==> src/design/mesh_node_cfg.svh <==
`ifndef MESH_NODE_CFG_SVH
`define MESH_NODE_CFG_SVH

// Message framing
`define MN_MSG_W        32
`define MN_COORD_W      4

// Logic core I/O widths
`define MN_INPUTS       8
`define MN_OUTPUTS      8

// Instruction store geometry
`define MN_STORE_DEPTH  16
`define MN_STORE_ADDR_W 4
`define MN_INSTR_W      14

// Compass directions per node
`define MN_DIRS         4

`endif

==> src/design/mesh_node_pkg.sv <==
`include "mesh_node_cfg.svh"

package mesh_node_pkg;

// Derived widths
localparam int PAYLOAD_W = `MN_MSG_W - 2 * `MN_COORD_W - 2;
localparam int COUNT_W   = `MN_STORE_ADDR_W + 1;
localparam int INDEX_W   = $clog2(`MN_INPUTS);
localparam int SRC_W     = $clog2(`MN_INPUTS + `MN_OUTPUTS);
localparam int DST_W     = $clog2(`MN_OUTPUTS);

// Node position in the mesh
typedef struct packed {
    logic [`MN_COORD_W-1:0] row;
    logic [`MN_COORD_W-1:0] column;
} node_id_t;

typedef enum logic [1:0] {
    MSG_LOAD,
    MSG_SIGNAL,
    MSG_CONTROL,
    MSG_OUTPUT
} msg_opcode_e;

typedef struct packed {
    node_id_t    target;
    msg_opcode_e opcode;
} msg_header_t;

typedef struct packed {
    msg_header_t          header;
    logic [PAYLOAD_W-1:0] payload;
} node_message_t;

// Two-input gates, INV and BUF read only source A
typedef enum logic [2:0] {
    GATE_AND,
    GATE_OR,
    GATE_XOR,
    GATE_NAND,
    GATE_NOR,
    GATE_XNOR,
    GATE_INV,
    GATE_BUF
} gate_op_e;

// Sources 0-7 are inputs, 8-15 are outputs
typedef struct packed {
    gate_op_e         op;
    logic [SRC_W-1:0] src_a;
    logic [SRC_W-1:0] src_b;
    logic [DST_W-1:0] dst;
} instr_t;

// Payload views, all padded up to PAYLOAD_W
typedef struct packed {
    logic [PAYLOAD_W-`MN_STORE_ADDR_W-`MN_INSTR_W-1:0] pad;
    logic [`MN_STORE_ADDR_W-1:0]                      addr;
    instr_t                                           instr;
} load_payload_t;

typedef struct packed {
    logic [PAYLOAD_W-INDEX_W-2:0] pad;
    logic [INDEX_W-1:0]           index;
    logic                         value;
} signal_payload_t;

typedef struct packed {
    logic [PAYLOAD_W-COUNT_W-2*`MN_COORD_W-1:0] pad;
    logic [COUNT_W-1:0]                         num_instr;
    node_id_t                                   target;
} control_payload_t;

typedef struct packed {
    logic [PAYLOAD_W-2*`MN_COORD_W-`MN_OUTPUTS-1:0] pad;
    node_id_t                                       source;
    logic [`MN_OUTPUTS-1:0]                         outputs;
} output_payload_t;

typedef enum logic [1:0] {
    DIR_NORTH = 2'd0,
    DIR_EAST  = 2'd1,
    DIR_SOUTH = 2'd2,
    DIR_WEST  = 2'd3
} direction_e;

endpackage : mesh_node_pkg

==> src/design/stream_arbiter.sv <==
`timescale 1ns/100ps
`include "mesh_node_cfg.svh"

module stream_arbiter
    import mesh_node_pkg::*;
(
      input  logic                              i_clk
    , input  logic                              i_arst_n
    // Inbound streams, one per direction
    , input  node_message_t [`MN_DIRS-1:0]      i_inbound_data
    , input  logic          [`MN_DIRS-1:0]      i_inbound_valid
    , output logic          [`MN_DIRS-1:0]      o_inbound_ready
    // Merged stream
    , output node_message_t                     o_outbound_data
    , output logic                              o_outbound_valid
    , input  logic                              i_outbound_ready
);

// Round-robin pointer, first input to consider
logic [1:0] rr_ptr;
logic [1:0] grant_idx;
logic       grant_any;

// Search from the pointer upwards
// walking backwards so the nearest valid input wins
always_comb begin
    logic [1:0] idx;
    grant_idx = rr_ptr;
    grant_any = 1'b0;
    for (int i = `MN_DIRS - 1; i >= 0; i--) begin
        idx = rr_ptr + 2'(i);
        if (i_inbound_valid[idx]) begin
            grant_idx = idx;
            grant_any = 1'b1;
        end
    end
end

// Mux granted stream through
assign o_outbound_data  = i_inbound_data[grant_idx];
assign o_outbound_valid = grant_any;

// Only the granted input sees ready
always_comb begin
    o_inbound_ready = '0;
    if (grant_any) o_inbound_ready[grant_idx] = i_outbound_ready;
end

// Move past the granted input on each transfer
always_ff @(posedge i_clk or negedge i_arst_n) begin
    if (!i_arst_n) begin
        rr_ptr <= '0;
    end else if (grant_any && i_outbound_ready) begin
        rr_ptr <= grant_idx + 2'd1;
    end
end

// Never accept from two inputs in the same cycle
assert property (@(posedge i_clk) disable iff (!i_arst_n)
    $onehot0(o_inbound_ready));

endmodule : stream_arbiter

==> src/design/message_decoder.sv <==
`timescale 1ns/100ps
`include "mesh_node_cfg.svh"

module message_decoder
    import mesh_node_pkg::*;
(
      input  logic                        i_clk
    , input  logic                        i_arst_n
    // Locally addressed messages
    , input  node_message_t               i_msg_data
    , input  logic                        i_msg_valid
    , output logic                        o_msg_ready
    // Instruction store write port
    , output logic [`MN_STORE_ADDR_W-1:0] o_wr_addr
    , output instr_t                      o_wr_data
    , output logic                        o_wr_en
    // Run state for the core
    , output logic [`MN_INPUTS-1:0]       o_inputs
    , output logic [COUNT_W-1:0]          o_num_instr
    , output node_id_t                    o_result_target
);

// Payload views
load_payload_t    load_view;
signal_payload_t  sig_view;
control_payload_t ctrl_view;
logic             msg_xfer;

assign load_view = i_msg_data.payload;
assign sig_view  = i_msg_data.payload;
assign ctrl_view = i_msg_data.payload;

// Every effect is a register update, so never stall
assign o_msg_ready = 1'b1;
assign msg_xfer    = i_msg_valid && o_msg_ready;

// ======================================================================
// Control state
// ======================================================================

always_ff @(posedge i_clk or negedge i_arst_n) begin
    if (!i_arst_n) begin
        o_wr_en         <= 1'b0;
        o_inputs        <= '0;
        o_num_instr     <= '0;
        o_result_target <= '0;
    end else begin
        o_wr_en <= 1'b0;
        if (msg_xfer) begin
            case (i_msg_data.header.opcode)
                MSG_LOAD: o_wr_en <= 1'b1;
                MSG_SIGNAL: o_inputs[sig_view.index] <= sig_view.value;
                MSG_CONTROL: begin
                    o_num_instr     <= ctrl_view.num_instr;
                    o_result_target <= ctrl_view.target;
                end
                // OUTPUT aimed at this node is dropped
                default: ;
            endcase
        end
    end
end

// Write address and data, qualified by o_wr_en
always_ff @(posedge i_clk) begin
    if (msg_xfer && i_msg_data.header.opcode == MSG_LOAD) begin
        o_wr_addr <= load_view.addr;
        o_wr_data <= load_view.instr;
    end
end

endmodule : message_decoder

==> src/design/instr_store.sv <==
`timescale 1ns/100ps
`include "mesh_node_cfg.svh"

module instr_store
    import mesh_node_pkg::*;
(
      input  logic                        i_clk
    // Write port from the decoder
    , input  logic [`MN_STORE_ADDR_W-1:0] i_wr_addr
    , input  instr_t                      i_wr_data
    , input  logic                        i_wr_en
    // Read port from the core
    , input  logic [`MN_STORE_ADDR_W-1:0] i_rd_addr
    , input  logic                        i_rd_en
    , output instr_t                      o_rd_data
);

// Instruction RAM
instr_t mem [`MN_STORE_DEPTH];

always_ff @(posedge i_clk) begin
    if (i_wr_en) mem[i_wr_addr] <= i_wr_data;
end

// Registered read, one cycle latency
always_ff @(posedge i_clk) begin
    if (i_rd_en) o_rd_data <= mem[i_rd_addr];
end

endmodule : instr_store

==> src/design/logic_core.sv <==
`timescale 1ns/100ps
`include "mesh_node_cfg.svh"

module logic_core
    import mesh_node_pkg::*;
(
      input  logic                        i_clk
    , input  logic                        i_arst_n
    // Node control
    , input  node_id_t                    i_node_id
    , input  logic                        i_trigger
    // Run parameters from the decoder
    , input  logic [`MN_INPUTS-1:0]       i_inputs
    , input  logic [COUNT_W-1:0]          i_num_instr
    , input  node_id_t                    i_result_target
    // Instruction fetch
    , output logic [`MN_STORE_ADDR_W-1:0] o_rd_addr
    , output logic                        o_rd_en
    , input  instr_t                      i_rd_data
    // Result stream
    , output node_message_t               o_msg_data
    , output logic                        o_msg_valid
    , input  logic                        i_msg_ready
    , output logic                        o_idle
);

typedef enum logic [1:0] {
    IDLE,
    FETCH,
    EXEC,
    EMIT
} core_state_e;

core_state_e            state;
logic [COUNT_W-1:0]     instr_idx;
logic [COUNT_W-1:0]     next_idx;
logic [`MN_OUTPUTS-1:0] outputs_q;
logic                   gate_a, gate_b, gate_result;
output_payload_t        result_view;

// Operand is an input bit or an earlier output bit
function automatic logic pick_src(
    logic [SRC_W-1:0] src, logic [`MN_INPUTS-1:0] ins, logic [`MN_OUTPUTS-1:0] outs
);
    return src[SRC_W-1] ? outs[src[DST_W-1:0]] : ins[src[INDEX_W-1:0]];
endfunction

function automatic logic eval_gate(gate_op_e op, logic a, logic b);
    case (op)
        GATE_AND:  return a & b;
        GATE_OR:   return a | b;
        GATE_XOR:  return a ^ b;
        GATE_NAND: return ~(a & b);
        GATE_NOR:  return ~(a | b);
        GATE_XNOR: return ~(a ^ b);
        GATE_INV:  return ~a;
        default:   return a;
    endcase
endfunction

// ======================================================================
// Fetch and execute
// ======================================================================

assign next_idx = instr_idx + 1'b1;

// Fetch next while the current one executes
assign o_rd_en   = (state == FETCH) || (state == EXEC && next_idx < i_num_instr);
assign o_rd_addr = (state == EXEC) ? next_idx[`MN_STORE_ADDR_W-1:0]
                                   : instr_idx[`MN_STORE_ADDR_W-1:0];

assign gate_a      = pick_src(i_rd_data.src_a, i_inputs, outputs_q);
assign gate_b      = pick_src(i_rd_data.src_b, i_inputs, outputs_q);
assign gate_result = eval_gate(i_rd_data.op, gate_a, gate_b);

always_ff @(posedge i_clk or negedge i_arst_n) begin
    if (!i_arst_n) begin
        state     <= IDLE;
        instr_idx <= '0;
        outputs_q <= '0;
    end else begin
        case (state)
            IDLE: if (i_trigger) begin
                outputs_q <= '0;
                instr_idx <= '0;
                state     <= (i_num_instr == '0) ? EMIT : FETCH;
            end
            FETCH: state <= EXEC;
            EXEC: begin
                outputs_q[i_rd_data.dst] <= gate_result;
                instr_idx                <= next_idx;
                if (next_idx == i_num_instr) state <= EMIT;
            end
            // Hold the result until it is taken
            EMIT: if (i_msg_ready) state <= IDLE;
            default: state <= IDLE;
        endcase
    end
end

// ======================================================================
// Result message
// ======================================================================

always_comb begin
    result_view         = '0;
    result_view.source  = i_node_id;
    result_view.outputs = outputs_q;
end

assign o_msg_data.header.target = i_result_target;
assign o_msg_data.header.opcode = MSG_OUTPUT;
assign o_msg_data.payload       = result_view;
assign o_msg_valid              = (state == EMIT);
assign o_idle                   = (state == IDLE);

// Result offer is never withdrawn or altered before it transfers
assert property (@(posedge i_clk) disable iff (!i_arst_n)
    o_msg_valid && !i_msg_ready |=> o_msg_valid && $stable(o_msg_data));

endmodule : logic_core

==> src/design/route_distributor.sv <==
`timescale 1ns/100ps
`include "mesh_node_cfg.svh"

module route_distributor
    import mesh_node_pkg::*;
(
      input  logic                         i_clk
    , input  logic                         i_arst_n
    , input  node_id_t                     i_node_id
    // Bypass traffic from the arbiter, higher priority
    , input  node_message_t                i_bypass_data
    , input  logic                         i_bypass_valid
    , output logic                         o_bypass_ready
    // Result traffic from the core
    , input  node_message_t                i_result_data
    , input  logic                         i_result_valid
    , output logic                         o_result_ready
    // Outbound streams
    , output node_message_t [`MN_DIRS-1:0] o_outbound_data
    , output logic          [`MN_DIRS-1:0] o_outbound_valid
    , input  logic          [`MN_DIRS-1:0] i_outbound_ready
    , input  logic          [`MN_DIRS-1:0] i_outbound_present
    , output logic                         o_idle
);

node_message_t       sel_data;
logic                sel_valid;
direction_e          sel_dir;
logic [`MN_DIRS-1:0] can_accept;
logic                load;

// Bypass wins over result
assign sel_data  = i_bypass_valid ? i_bypass_data : i_result_data;
assign sel_valid = i_bypass_valid || i_result_valid;

// Pick direction from the target, with clockwise fallback
always_comb begin
    node_id_t tgt;
    tgt = sel_data.header.target;
    if (tgt.row < i_node_id.row)
        sel_dir = i_outbound_present[DIR_NORTH] ? DIR_NORTH : DIR_EAST;
    else if (tgt.row > i_node_id.row)
        sel_dir = i_outbound_present[DIR_SOUTH] ? DIR_SOUTH : DIR_WEST;
    else if (tgt.column < i_node_id.column)
        sel_dir = i_outbound_present[DIR_WEST] ? DIR_WEST : DIR_NORTH;
    else
        sel_dir = i_outbound_present[DIR_EAST] ? DIR_EAST : DIR_SOUTH;
end

// Slot free, or emptying this cycle
assign can_accept     = ~o_outbound_valid | i_outbound_ready;
assign load           = sel_valid && can_accept[sel_dir];
assign o_bypass_ready = can_accept[sel_dir];
assign o_result_ready = !i_bypass_valid && can_accept[sel_dir];

// One holding register per direction
always_ff @(posedge i_clk or negedge i_arst_n) begin
    if (!i_arst_n) begin
        o_outbound_valid <= '0;
    end else begin
        for (int d = 0; d < `MN_DIRS; d++) begin
            if (load && sel_dir == direction_e'(d))
                o_outbound_valid[d] <= 1'b1;
            else if (i_outbound_ready[d])
                o_outbound_valid[d] <= 1'b0;
        end
    end
end

always_ff @(posedge i_clk) begin
    if (load) o_outbound_data[sel_dir] <= sel_data;
end

assign o_idle = ~|o_outbound_valid;

// Stalled outbound data holds until taken
for (genvar d = 0; d < `MN_DIRS; d++) begin : g_hold
    assert property (@(posedge i_clk) disable iff (!i_arst_n)
        o_outbound_valid[d] && !i_outbound_ready[d]
        |=> o_outbound_valid[d] && $stable(o_outbound_data[d]));
end

endmodule : route_distributor

==> src/design/mesh_node.sv <==
`timescale 1ns/100ps
`include "mesh_node_cfg.svh"

module mesh_node
    import mesh_node_pkg::*;
(
      input  logic                         i_clk
    , input  logic                         i_arst_n
    // Node control
    , input  node_id_t                     i_node_id
    , input  logic                         i_trigger
    , output logic                         o_idle
    // Inbound streams
    , input  node_message_t [`MN_DIRS-1:0] i_inbound_data
    , input  logic          [`MN_DIRS-1:0] i_inbound_valid
    , output logic          [`MN_DIRS-1:0] o_inbound_ready
    // Outbound streams
    , output node_message_t [`MN_DIRS-1:0] o_outbound_data
    , output logic          [`MN_DIRS-1:0] o_outbound_valid
    , input  logic          [`MN_DIRS-1:0] i_outbound_ready
    , input  logic          [`MN_DIRS-1:0] i_outbound_present
);

// Arbiter output and local/bypass split
node_message_t arb_data;
logic          arb_valid, arb_ready, arb_match;
logic          dcd_valid, dcd_ready;
logic          byp_valid, byp_ready;

// Store write and read ports
logic [`MN_STORE_ADDR_W-1:0] wr_addr, rd_addr;
instr_t                      wr_data, rd_data;
logic                        wr_en, rd_en;

// Run parameters and result stream
logic [`MN_INPUTS-1:0] core_inputs;
logic [COUNT_W-1:0]    num_instr;
node_id_t              result_target;
node_message_t         res_data;
logic                  res_valid, res_ready;
logic                  core_idle, dist_idle;

// ======================================================================
// Inbound arbitration and address match
// ======================================================================

stream_arbiter u_arbiter (
      .i_clk            ( i_clk           )
    , .i_arst_n         ( i_arst_n        )
    , .i_inbound_data   ( i_inbound_data  )
    , .i_inbound_valid  ( i_inbound_valid )
    , .o_inbound_ready  ( o_inbound_ready )
    , .o_outbound_data  ( arb_data        )
    , .o_outbound_valid ( arb_valid       )
    , .i_outbound_ready ( arb_ready       )
);

// One compare steers both valid and ready
assign arb_match = (arb_data.header.target == i_node_id);
assign dcd_valid = arb_valid && arb_match;
assign byp_valid = arb_valid && !arb_match;
assign arb_ready = arb_match ? dcd_ready : byp_ready;

// ======================================================================
// Decode, store and core
// ======================================================================

message_decoder u_decoder (
      .i_clk           ( i_clk         )
    , .i_arst_n        ( i_arst_n      )
    , .i_msg_data      ( arb_data      )
    , .i_msg_valid     ( dcd_valid     )
    , .o_msg_ready     ( dcd_ready     )
    , .o_wr_addr       ( wr_addr       )
    , .o_wr_data       ( wr_data       )
    , .o_wr_en         ( wr_en         )
    , .o_inputs        ( core_inputs   )
    , .o_num_instr     ( num_instr     )
    , .o_result_target ( result_target )
);

instr_store u_store (
      .i_clk     ( i_clk   )
    , .i_wr_addr ( wr_addr )
    , .i_wr_data ( wr_data )
    , .i_wr_en   ( wr_en   )
    , .i_rd_addr ( rd_addr )
    , .i_rd_en   ( rd_en   )
    , .o_rd_data ( rd_data )
);

logic_core u_core (
      .i_clk           ( i_clk         )
    , .i_arst_n        ( i_arst_n      )
    , .i_node_id       ( i_node_id     )
    , .i_trigger       ( i_trigger     )
    , .i_inputs        ( core_inputs   )
    , .i_num_instr     ( num_instr     )
    , .i_result_target ( result_target )
    , .o_rd_addr       ( rd_addr       )
    , .o_rd_en         ( rd_en         )
    , .i_rd_data       ( rd_data       )
    , .o_msg_data      ( res_data      )
    , .o_msg_valid     ( res_valid     )
    , .i_msg_ready     ( res_ready     )
    , .o_idle          ( core_idle     )
);

// ======================================================================
// Outbound distribution
// ======================================================================

route_distributor u_distributor (
      .i_clk              ( i_clk              )
    , .i_arst_n           ( i_arst_n           )
    , .i_node_id          ( i_node_id          )
    , .i_bypass_data      ( arb_data           )
    , .i_bypass_valid     ( byp_valid          )
    , .o_bypass_ready     ( byp_ready          )
    , .i_result_data      ( res_data           )
    , .i_result_valid     ( res_valid          )
    , .o_result_ready     ( res_ready          )
    , .o_outbound_data    ( o_outbound_data    )
    , .o_outbound_valid   ( o_outbound_valid   )
    , .i_outbound_ready   ( i_outbound_ready   )
    , .i_outbound_present ( i_outbound_present )
    , .o_idle             ( dist_idle          )
);

// Idle once everything has drained and nothing is waiting
always_ff @(posedge i_clk or negedge i_arst_n) begin
    if (!i_arst_n) begin
        o_idle <= 1'b0;
    end else begin
        o_idle <= core_idle && dist_idle && !(|i_inbound_valid);
    end
end

endmodule : mesh_node

==> config.mk <==
export PLATFORM = sky130hd
export DESIGN_NAME = mesh_node
export DESIGN_NICKNAME = d
export VERILOG_FILES = /design/src/design/mesh_node_pkg.sv /design/src/design/stream_arbiter.sv /design/src/design/message_decoder.sv /design/src/design/instr_store.sv /design/src/design/logic_core.sv /design/src/design/route_distributor.sv /design/src/design/mesh_node.sv
export VERILOG_INCLUDE_DIRS = /design/src /design/src/design
export SDC_FILE = /design/constraint.sdc
export NUM_CORES = 1
export LEC_CHECK = 0
export BUFFER_PORTS_ARGS = -buffer_cell sky130_fd_sc_hd__buf_2
export CORE_AREA = 2 2 182 184
export DETAILED_ROUTE_END_ITERATION = 8
export DIE_AREA = 0 0 184 186
export PLACE_DENSITY = 0.79
export SLEW_MARGIN = 25
export SYNTH_ARGS = -nofsm -noshare
export SYNTH_HDL_FRONTEND = slang
export SYNTH_SLANG_ARGS = --single-unit
==> constraint.sdc <==
create_clock -name i_clk -period 8.9 [get_ports i_clk]
set_clock_uncertainty 0.05 [all_clocks]
set_input_delay 1.335 -clock i_clk [delete_from_list [all_inputs] [get_ports i_clk]]
set_output_delay 1.335 -clock i_clk [all_outputs]
set_load 0.01 [all_outputs]
==> out/metrics.yaml, run 1 <==
yosys:
  yosysTopAreaCell: "edfxtp_1"
  synth_seq_area_share_pct: 69.69
  synthCells: 1119
  async_flop_share_pct: 10.28
  syn_nets: 1294
  synth-edff-count: 384
  syn-cell-area_sq_um: 18130
  yosysMostFrequentCell: "edfxtp_1"
  ys_warn_count: 0
  synth_top_area_share_pct: 63.62
  synthTopCellsByCount: "edfxtp_1 (384), nand2_1 (135), mux4_2 (80)"
  syn_area_per_cell_sq_um: 16.20
  post_synth_main_area_contributors: "edfxtp_1 (64%), mux4_2 (9.9%), dfrtp_1 (6.1%)"
  synth_seq_cells: 428
  synth_cell_type_count: 69
  ys.flop_type: "edfxtp_1"
power_and_ir_drop:
  sequentialPowerShare_pct: 39.8
  switching_share_pct: 35.68
  power_frac_comb_pct: 37.2
  leakagePower_uw: 0.008147
  power.switching_uw: 2666
  internal-power_uw: 4807
  ir_worst_vdd_v: 0.0002571
  clock_power_share_pct: 23.0
  finalPower_uw: 7473
  p_per_area_nw_per_um2: 346.0
sta:
  tns_ps: 0
  max_freq_ghz: 0.1172
  worst_pin_slew_ps: 1077
  rsz0062_at_grt: "false"
  whs_ps: 472.1
  fin_crit_sh_pct: 95.89
  drv_slew: 0
  max_slew_margin_pct: 27.47
  hold_violations: 0
  fin_crit_ps: 8535
  setup_viol: 0
clock_tree:
  cts.sinks: 428
  ctsHoldBuffers: 0
  clk_pin_slew_ps: 60
  post-cts-setup-buffer-count: 0
  clock_path_buffers: 3
  cts_buffers: 42
  h-tree-depth: 2
  cts_root_buf: "clkbuf_16"
  cts_tree: "built"
  clk-insertion-delay-late_ps: 560
drt:
  wl_um: 50810
  first_iter_violations: 1581
  drtAntennaViolNets: 0
  detailedRoute.firstPassIterationCount: 5
  vias: 11835
  routed_via_density: 6.336
  drc_errors: 0
  wl_per_cell_um: 27.20
final_layout:
  finalNonFillerCells: 1868
  drive_gt1_share_pct: 36.95
  syn_to_final_growth_pct: 19.16
  fin_area_sq_um: 21600
  layout.nets: 1597
critical_path:
  cp_slowest_cell: "mux2_2"
  cp.arrival_ps: 7150
  reg2reg_from: "u_arbiter.rr_ptr[0]$_DFFE_PN0P_"
  cp-start-kind: "input port"
  slowest_delay_ps: 430
  cp.buffers_inverters: 3
  crit_path_start: "i_inbound_valid[0]"
  path_class: "input port to output port"
  path_max_fanout: 34
  end_kind: "output port"
  path_delay_family: "compound AO/OA/AOI/OAI gates"
  critical_path.cell_chain: "buf_2 > nand2b_1 > and4b_1 > nand2b_4 > clkinv_4 > a211oi_1 > o21ai_0 > nor4b_2 > and4b_1 > nor2_4 > mux2_2 > ha_1 > a21oi_1 > nand2_1 > a221oi_1 > nand4_1 > and2_4 > a311oi_2 > o221ai_2 > a21oi_2 > o211a_1 > buf_2"
  required_ps: 7520
placed_design:
  hpwl_um: 32890
  place.port_buffers: 287
  finalWeightedCongestion: 0.9766
  post_dp_cell_area_sq_um: 20160
  placedCellCount: 1783
floorplan:
  core_area_sq_um: 32210
  fp.dieW_um: 184
  rows: 66
  die_area_sq_um: 34220
  initial_core_util_pct: 56.28
  fp.dieH_um: 186
  ioPinCount: 288
grt:
  grt_pass1_wl_um: 72410
  grt_antenna_before_repair: 3
  first_global_vias: 11362
  grt_use_total_pct: 29.33
  grt_overflow: 0
  grt_start_max_net_pins: 57
run:
  cap_viol_max_count: 0
min_path:
  worstHoldStart: "u_core.instr_idx[4]$_DFFE_PN0P_"
  hold_class: "register to register"
status:
  status: "complete, no violations"
[path summary, 6_finish.rpt]
path                                                          endpoint  cells past startpoint  slack, ps
setup / recovery                                    o_inbound_ready[0]                     22        370
hold / removal                         u_core.instr_idx[4]$_DFFE_PN0P_                      1        470
setup reg to reg           u_distributor.o_outbound_data[83]$_DFFE_PP_                     20       2000
hold reg to reg                        u_core.instr_idx[4]$_DFFE_PN0P_                      1        470
max in group asynchronous              u_core.outputs_q[1]$_DFFE_PN0P_                      1       7630
min in group asynchronous                             o_idle$_DFF_PN0_                      1        720
[worst register-to-register path, stage by stage, from the launching register on]
cell and delay, ps:
dfrtp_1 500, nand2b_1 210, and4b_1 380, nand2b_4 360, clkinv_4 310, a211oi_1 420
o21ai_0 120, nor4b_2 190, and4b_1 280, nor2_4 300, mux2_2 430, ha_1 300
a21oi_1 370, nand2_1 90, a221oi_1 240, nand4_1 210, and2_4 220, a311oi_2 410
o221ai_2 280, a21oi_4 330, buf_4 470
[logic make-up after synthesis]
group	share of synthesized area, %
DFF	69.69
and+or+nand+nor	8.062
AOI/OAI and AO/OA	6.192
muxes	12.26
buffers and inverters	1.898
adders and majority gates	1.657
xor gates and xnor gates	0.2416
[registers in the layout, indices dropped and copies added, names as in the netlist, 2 cells and up]
signal / flops
u_store.o_rd_data: 14
u_core.instr_idx: 5
u_decoder.o_wr_addr: 4
u_decoder.o_num_instr: 5
u_distributor.o_outbound_data: 128
u_core.state: 2
u_distributor.o_outbound_valid: 4
u_decoder.o_result_target: 8
u_decoder.o_inputs: 8
u_store.mem: 224
u_core.outputs_q: 8
u_decoder.o_wr_data: 14
u_arbiter.rr_ptr: 2
[repair_timing]
item | 4_1_cts | 5_1_grt
resized for setup | 0 | 5
endpoints found under the setup margin | 0 | 4
hold endpoints to repair | 0 | 0
[cells in the final DEF (no fill, tap or decap), types with 13 or more instances in the layout]
master / synthesis / layout
nand2b_1: 13 / 13
a31oi_1: 22 / 22
buf_4: 1 / 18
nor2_1: 50 / 36
and3_1: 25 / 24
edfxtp_1: 384 / 384
a21oi_1: 16 / 15
inv_1: 30 / 30
ha_1: 24 / 23
o21ai_0: 42 / 41
buf_2: 4 / 286
nand2_1: 135 / 135
mux2_2: 31 / 31
mux4_2: 80 / 80
clkbuf_16: 0 / 43
nand3_1: 24 / 24
dfrtp_1: 44 / 44
[per-layer routing]
layer,GRT usage [%],vias to the layer above,part of all wire [%]
met5,0,-,0
met4,11.62,0,4.0
met3,4.872,134,8.8
met2,51.46,756,51
met1,36.71,5945,36
li1,-,5000,-
[layout make-up]
class / count / area (sq um)
Clock buffer: 55 / 1131
Antenna cell: 4 / 10.01
Sequential cell: 428 / 12630
Timing Repair Buffer: 305 / 1587
Tap cell: 408 / 510.5
Inverter: 32 / 125.1
Clock inverter: 23 / 205.2
Multi-Input combinational cell: 613 / 5399
Fill cell: 2113 / 10610
[stage by stage]
| stage | util (%) | worst slack [ps] |
|---|---|---|
| floorplan | - | 622.3 |
| global placement | 62.59 | 327.2 |
| detailed placement | 62.59 | 210.5 |
| CTS | 66.74 | 187.2 |
| global route | 67.06 | 15.77 |
| finish | 67.07 | 365.4 |
[power by group through the flow]
stage / Combinational (uW) / Sequential, uW / Clock [uW]
2_1_floorplan: 1590 / 3110 / 0
3_3_place_gp: 2660 / 3000 / 0
3_5_place_dp: 2710 / 3010 / 0
4_1_cts: 2750 / 2970 / 1740
5_1_grt: 2960 / 3010 / 1810
6_report: 2780 / 2970 / 1720
Power figures use the tool's default switching activity.
==> run 2: changes to the inputs <==
Settings changed: CORE_AREA 2 2 182 184 to 2 2 163 205, DIE_AREA 0 0 184 186 to 0 0 165 207, RECOVER_POWER set to 50.
==> out/metrics.yaml, run 2 (synthesized netlist as in run 1, its figures left out) <==
status:
  status: "complete, but fails checks"
  violations: "max-capacitance violations, max-slew violations"
final_layout:
  syn_to_final_growth_pct: 17.86
  finalNonFillerCells: 1874  # +0.32%
  layout.nets: 1597  # unchanged
  largest_register_ffs: 224  # unchanged
  final_common_cell: "edfxtp_1"
  regMostFlops: "u_store.mem"
  final_cell_mix: "edfxtp_1 (384), buf_2 (271), nand2_1 (135)"
  drive_gt1_share_pct: 34.64  # -2.3 points
  reg_top3: "u_store.mem x224, u_distributor.o_outbound_data x128"
grt:
  grt_pass1_wl_um: 69320  # -4.3%
  gr-usage-met1_pct: 32.73  # -4.0 points
  grt_antenna_before_repair: 4  # +1
  grt_start_max_net_pins: 57  # unchanged
  met2_usage_pct: 49.61  # -1.8 points
  use_met3_pct: 4.746  # -0.13 points
  first_global_vias: 11414  # +0.46%
  grt_overflow: 0  # unchanged
  grt_use_total_pct: 28.14  # -1.2 points
  busiest_layer: "met2"
sta:
  max_slew_margin_pct: -99.14  # -130 points
  drv_slew: 270  # +270
  whs_ps: 462.7  # -9.393 ps
  tns_ps: 0  # unchanged
  hold_violations: 0  # unchanged
  fin_crit_sh_pct: 95.22  # -0.67 points
  worst_pin_slew_ps: 2964  # +1888 ps
  max_freq_ghz: 0.1180  # +0.70%
  rsz0062_at_grt: "false"
  fin_crit_ps: 8475  # -59.79 ps
  setup_viol: 0  # unchanged
placed_design:
  finalWeightedCongestion: 0.8802  # -9.9%
  place.port_buffers: 287  # unchanged
  placedCellCount: 1797  # +0.79%
  hpwl_um: 33060  # +0.51%
drt:
  drc_errors: 0  # unchanged
  routed_via_density: 6.109  # -3.6%
  wl_per_cell_um: 25.86  # -4.9%
  wl_um: 48470  # -4.6%
  drtAntennaViolNets: 0  # unchanged
  first_iter_violations: 1110  # -30%
  vias: 11449  # -3.3%
  detailedRoute.firstPassIterationCount: 6  # +1
clock_tree:
  ctsHoldBuffers: 0  # unchanged
  cts_root_buf: "clkbuf_16"
  cts_tree: "built"
  h-tree-depth: 2  # unchanged
  cts_buffers: 38  # -9.5%
  clock_path_buffers: 3  # unchanged
  clk_pin_slew_ps: 60  # about the same
  cts.sinks: 428  # unchanged
  clk-insertion-delay-late_ps: 550  # about the same
floorplan:
  ioPinCount: 288  # unchanged
  fp.dieH_um: 207  # +11%
  fp.dieW_um: 165  # -10%
  initial_core_util_pct: 56.09  # -0.19 points
  core_area_sq_um: 32310  # +0.33%
  die_area_sq_um: 34160  # -0.20%
  rows: 74  # +12%
power_and_ir_drop:
  sequentialPowerShare_pct: 40.7  # +0.9 points
  power_frac_comb_pct: 37.8  # +0.6 points
  ir_worst_vdd_v: 0.0002609  # +1.5%
  p_per_area_nw_per_um2: 341.4  # -1.3%
  clock_power_share_pct: 21.5  # -1.5 points
  internal-power_uw: 4718  # -1.8%
  switching_share_pct: 35.31  # -0.38 points
  leakagePower_uw: 0.008046  # -1.2%
  power.switching_uw: 2575  # -3.4%
critical_path:
  required_ps: 7520  # about the same
  cp.arrival_ps: 7090  # -60 ps
  slowest_delay_ps: 430  # about the same
  critical_path.cell_chain: "buf_2 > or3_1 > and4b_1 > nand2b_4 > buf_4 > a211oi_1 > o21ai_0 > nor4b_2 > and4b_1 > nor2_4 > buf_4 > mux2_2 > ha_1 > nand4_1 > nand2_1 > and2_1 > nand4_1 > o31ai_2 > a311oi_2 > o221ai_2 > a21oi_2 > o211a_1 > buf_2"
  cp_slowest_cell: "mux2_2"
  path_delay_family: "simple AND/OR/NAND/NOR gates"
  end_kind: "output port"
  path_class: "input port to output port"
  cp.buffers_inverters: 4  # +1
  path_max_fanout: 23  # -32%
  cp-start-kind: "input port"
min_path:
  hold_class: "register to register"
run:
  cap_viol_max_count: 16  # +16
==> run 2: worst paths after layout <==
| check | from | depth (start not counted) | end | slack (ps) |
|---|---|---|---|---|
| max | i_inbound_valid[2] | 23 | o_inbound_ready[0] | 430 |
| max reg2reg | u_arbiter.rr_ptr[1]$_DFFE_PN0P_ | 20 | u_distributor.o_outbound_data[7]$_DFFE_PP_ | 2170 |
| max in group asynchronous | i_arst_n | 1 | u_core.outputs_q[2]$_DFFE_PN0P_ | 5740 |
| min | u_core.instr_idx[4]$_DFFE_PN0P_ | 1 | u_core.instr_idx[4]$_DFFE_PN0P_ | 460 |
| min reg2reg | u_core.instr_idx[4]$_DFFE_PN0P_ | 1 | u_core.instr_idx[4]$_DFFE_PN0P_ | 460 |
| min in group asynchronous | i_arst_n | 1 | o_idle$_DFF_PN0_ | 1550 |
==> run 2: per-layer routing <==
metal  up-vias  share of wire, %
met5         -                 0
met4         0               5.3
met3       138               7.6
met2       598                52
met1      5726                35
li1       4987                 -
==> run 2: cell type report <==
| type | count | area [sq um] |
|---|---|---|
| diodes | 4 | 10.01 |
| clock buffers | 48 | 1010 |
| clock inverters | 22 | 162.7 |
| fillers | 2201 | 10950 |
| inverters | 32 | 125.1 |
| multi-input cells | 610 | 5279 |
| flip-flops and latches | 428 | 12630 |
| well taps | 418 | 523.0 |
| repair buffers | 312 | 1622 |
==> run 2: power by group through the flow <==
stage / logic [uW] / registers, uW / clock network [uW]
after floorplan: 1590 / 3110 / 0
after global placement: 2680 / 2990 / 0
after detailed placement: 2720 / 3000 / 0
after CTS: 2750 / 2960 / 1580
after global routing: 2940 / 3000 / 1650
final: 2760 / 2970 / 1570
==> run 2: per-stage QoR <==
stage          util, %  worst slack, ps  power, uW  instance area (sq um)
2_1_floorplan        -            622.3       4700                  18130
4_1_cts          66.31            102.8       7288                  21430
6_report         66.11            425.2       7292                  21360
3_3_place_gp     62.57            282.8       5678                  20220
5_1_grt          66.11            83.86       7589                  21360
3_5_place_dp     62.68            147.6       5721                  20250
==> run 2: repair_timing <==
action                                  4_1_cts  5_1_grt
buffers inserted                              0        2
gates resized for setup                       0        2
endpoints found under the setup margin        0        4
hold endpoints to repair                      0        0
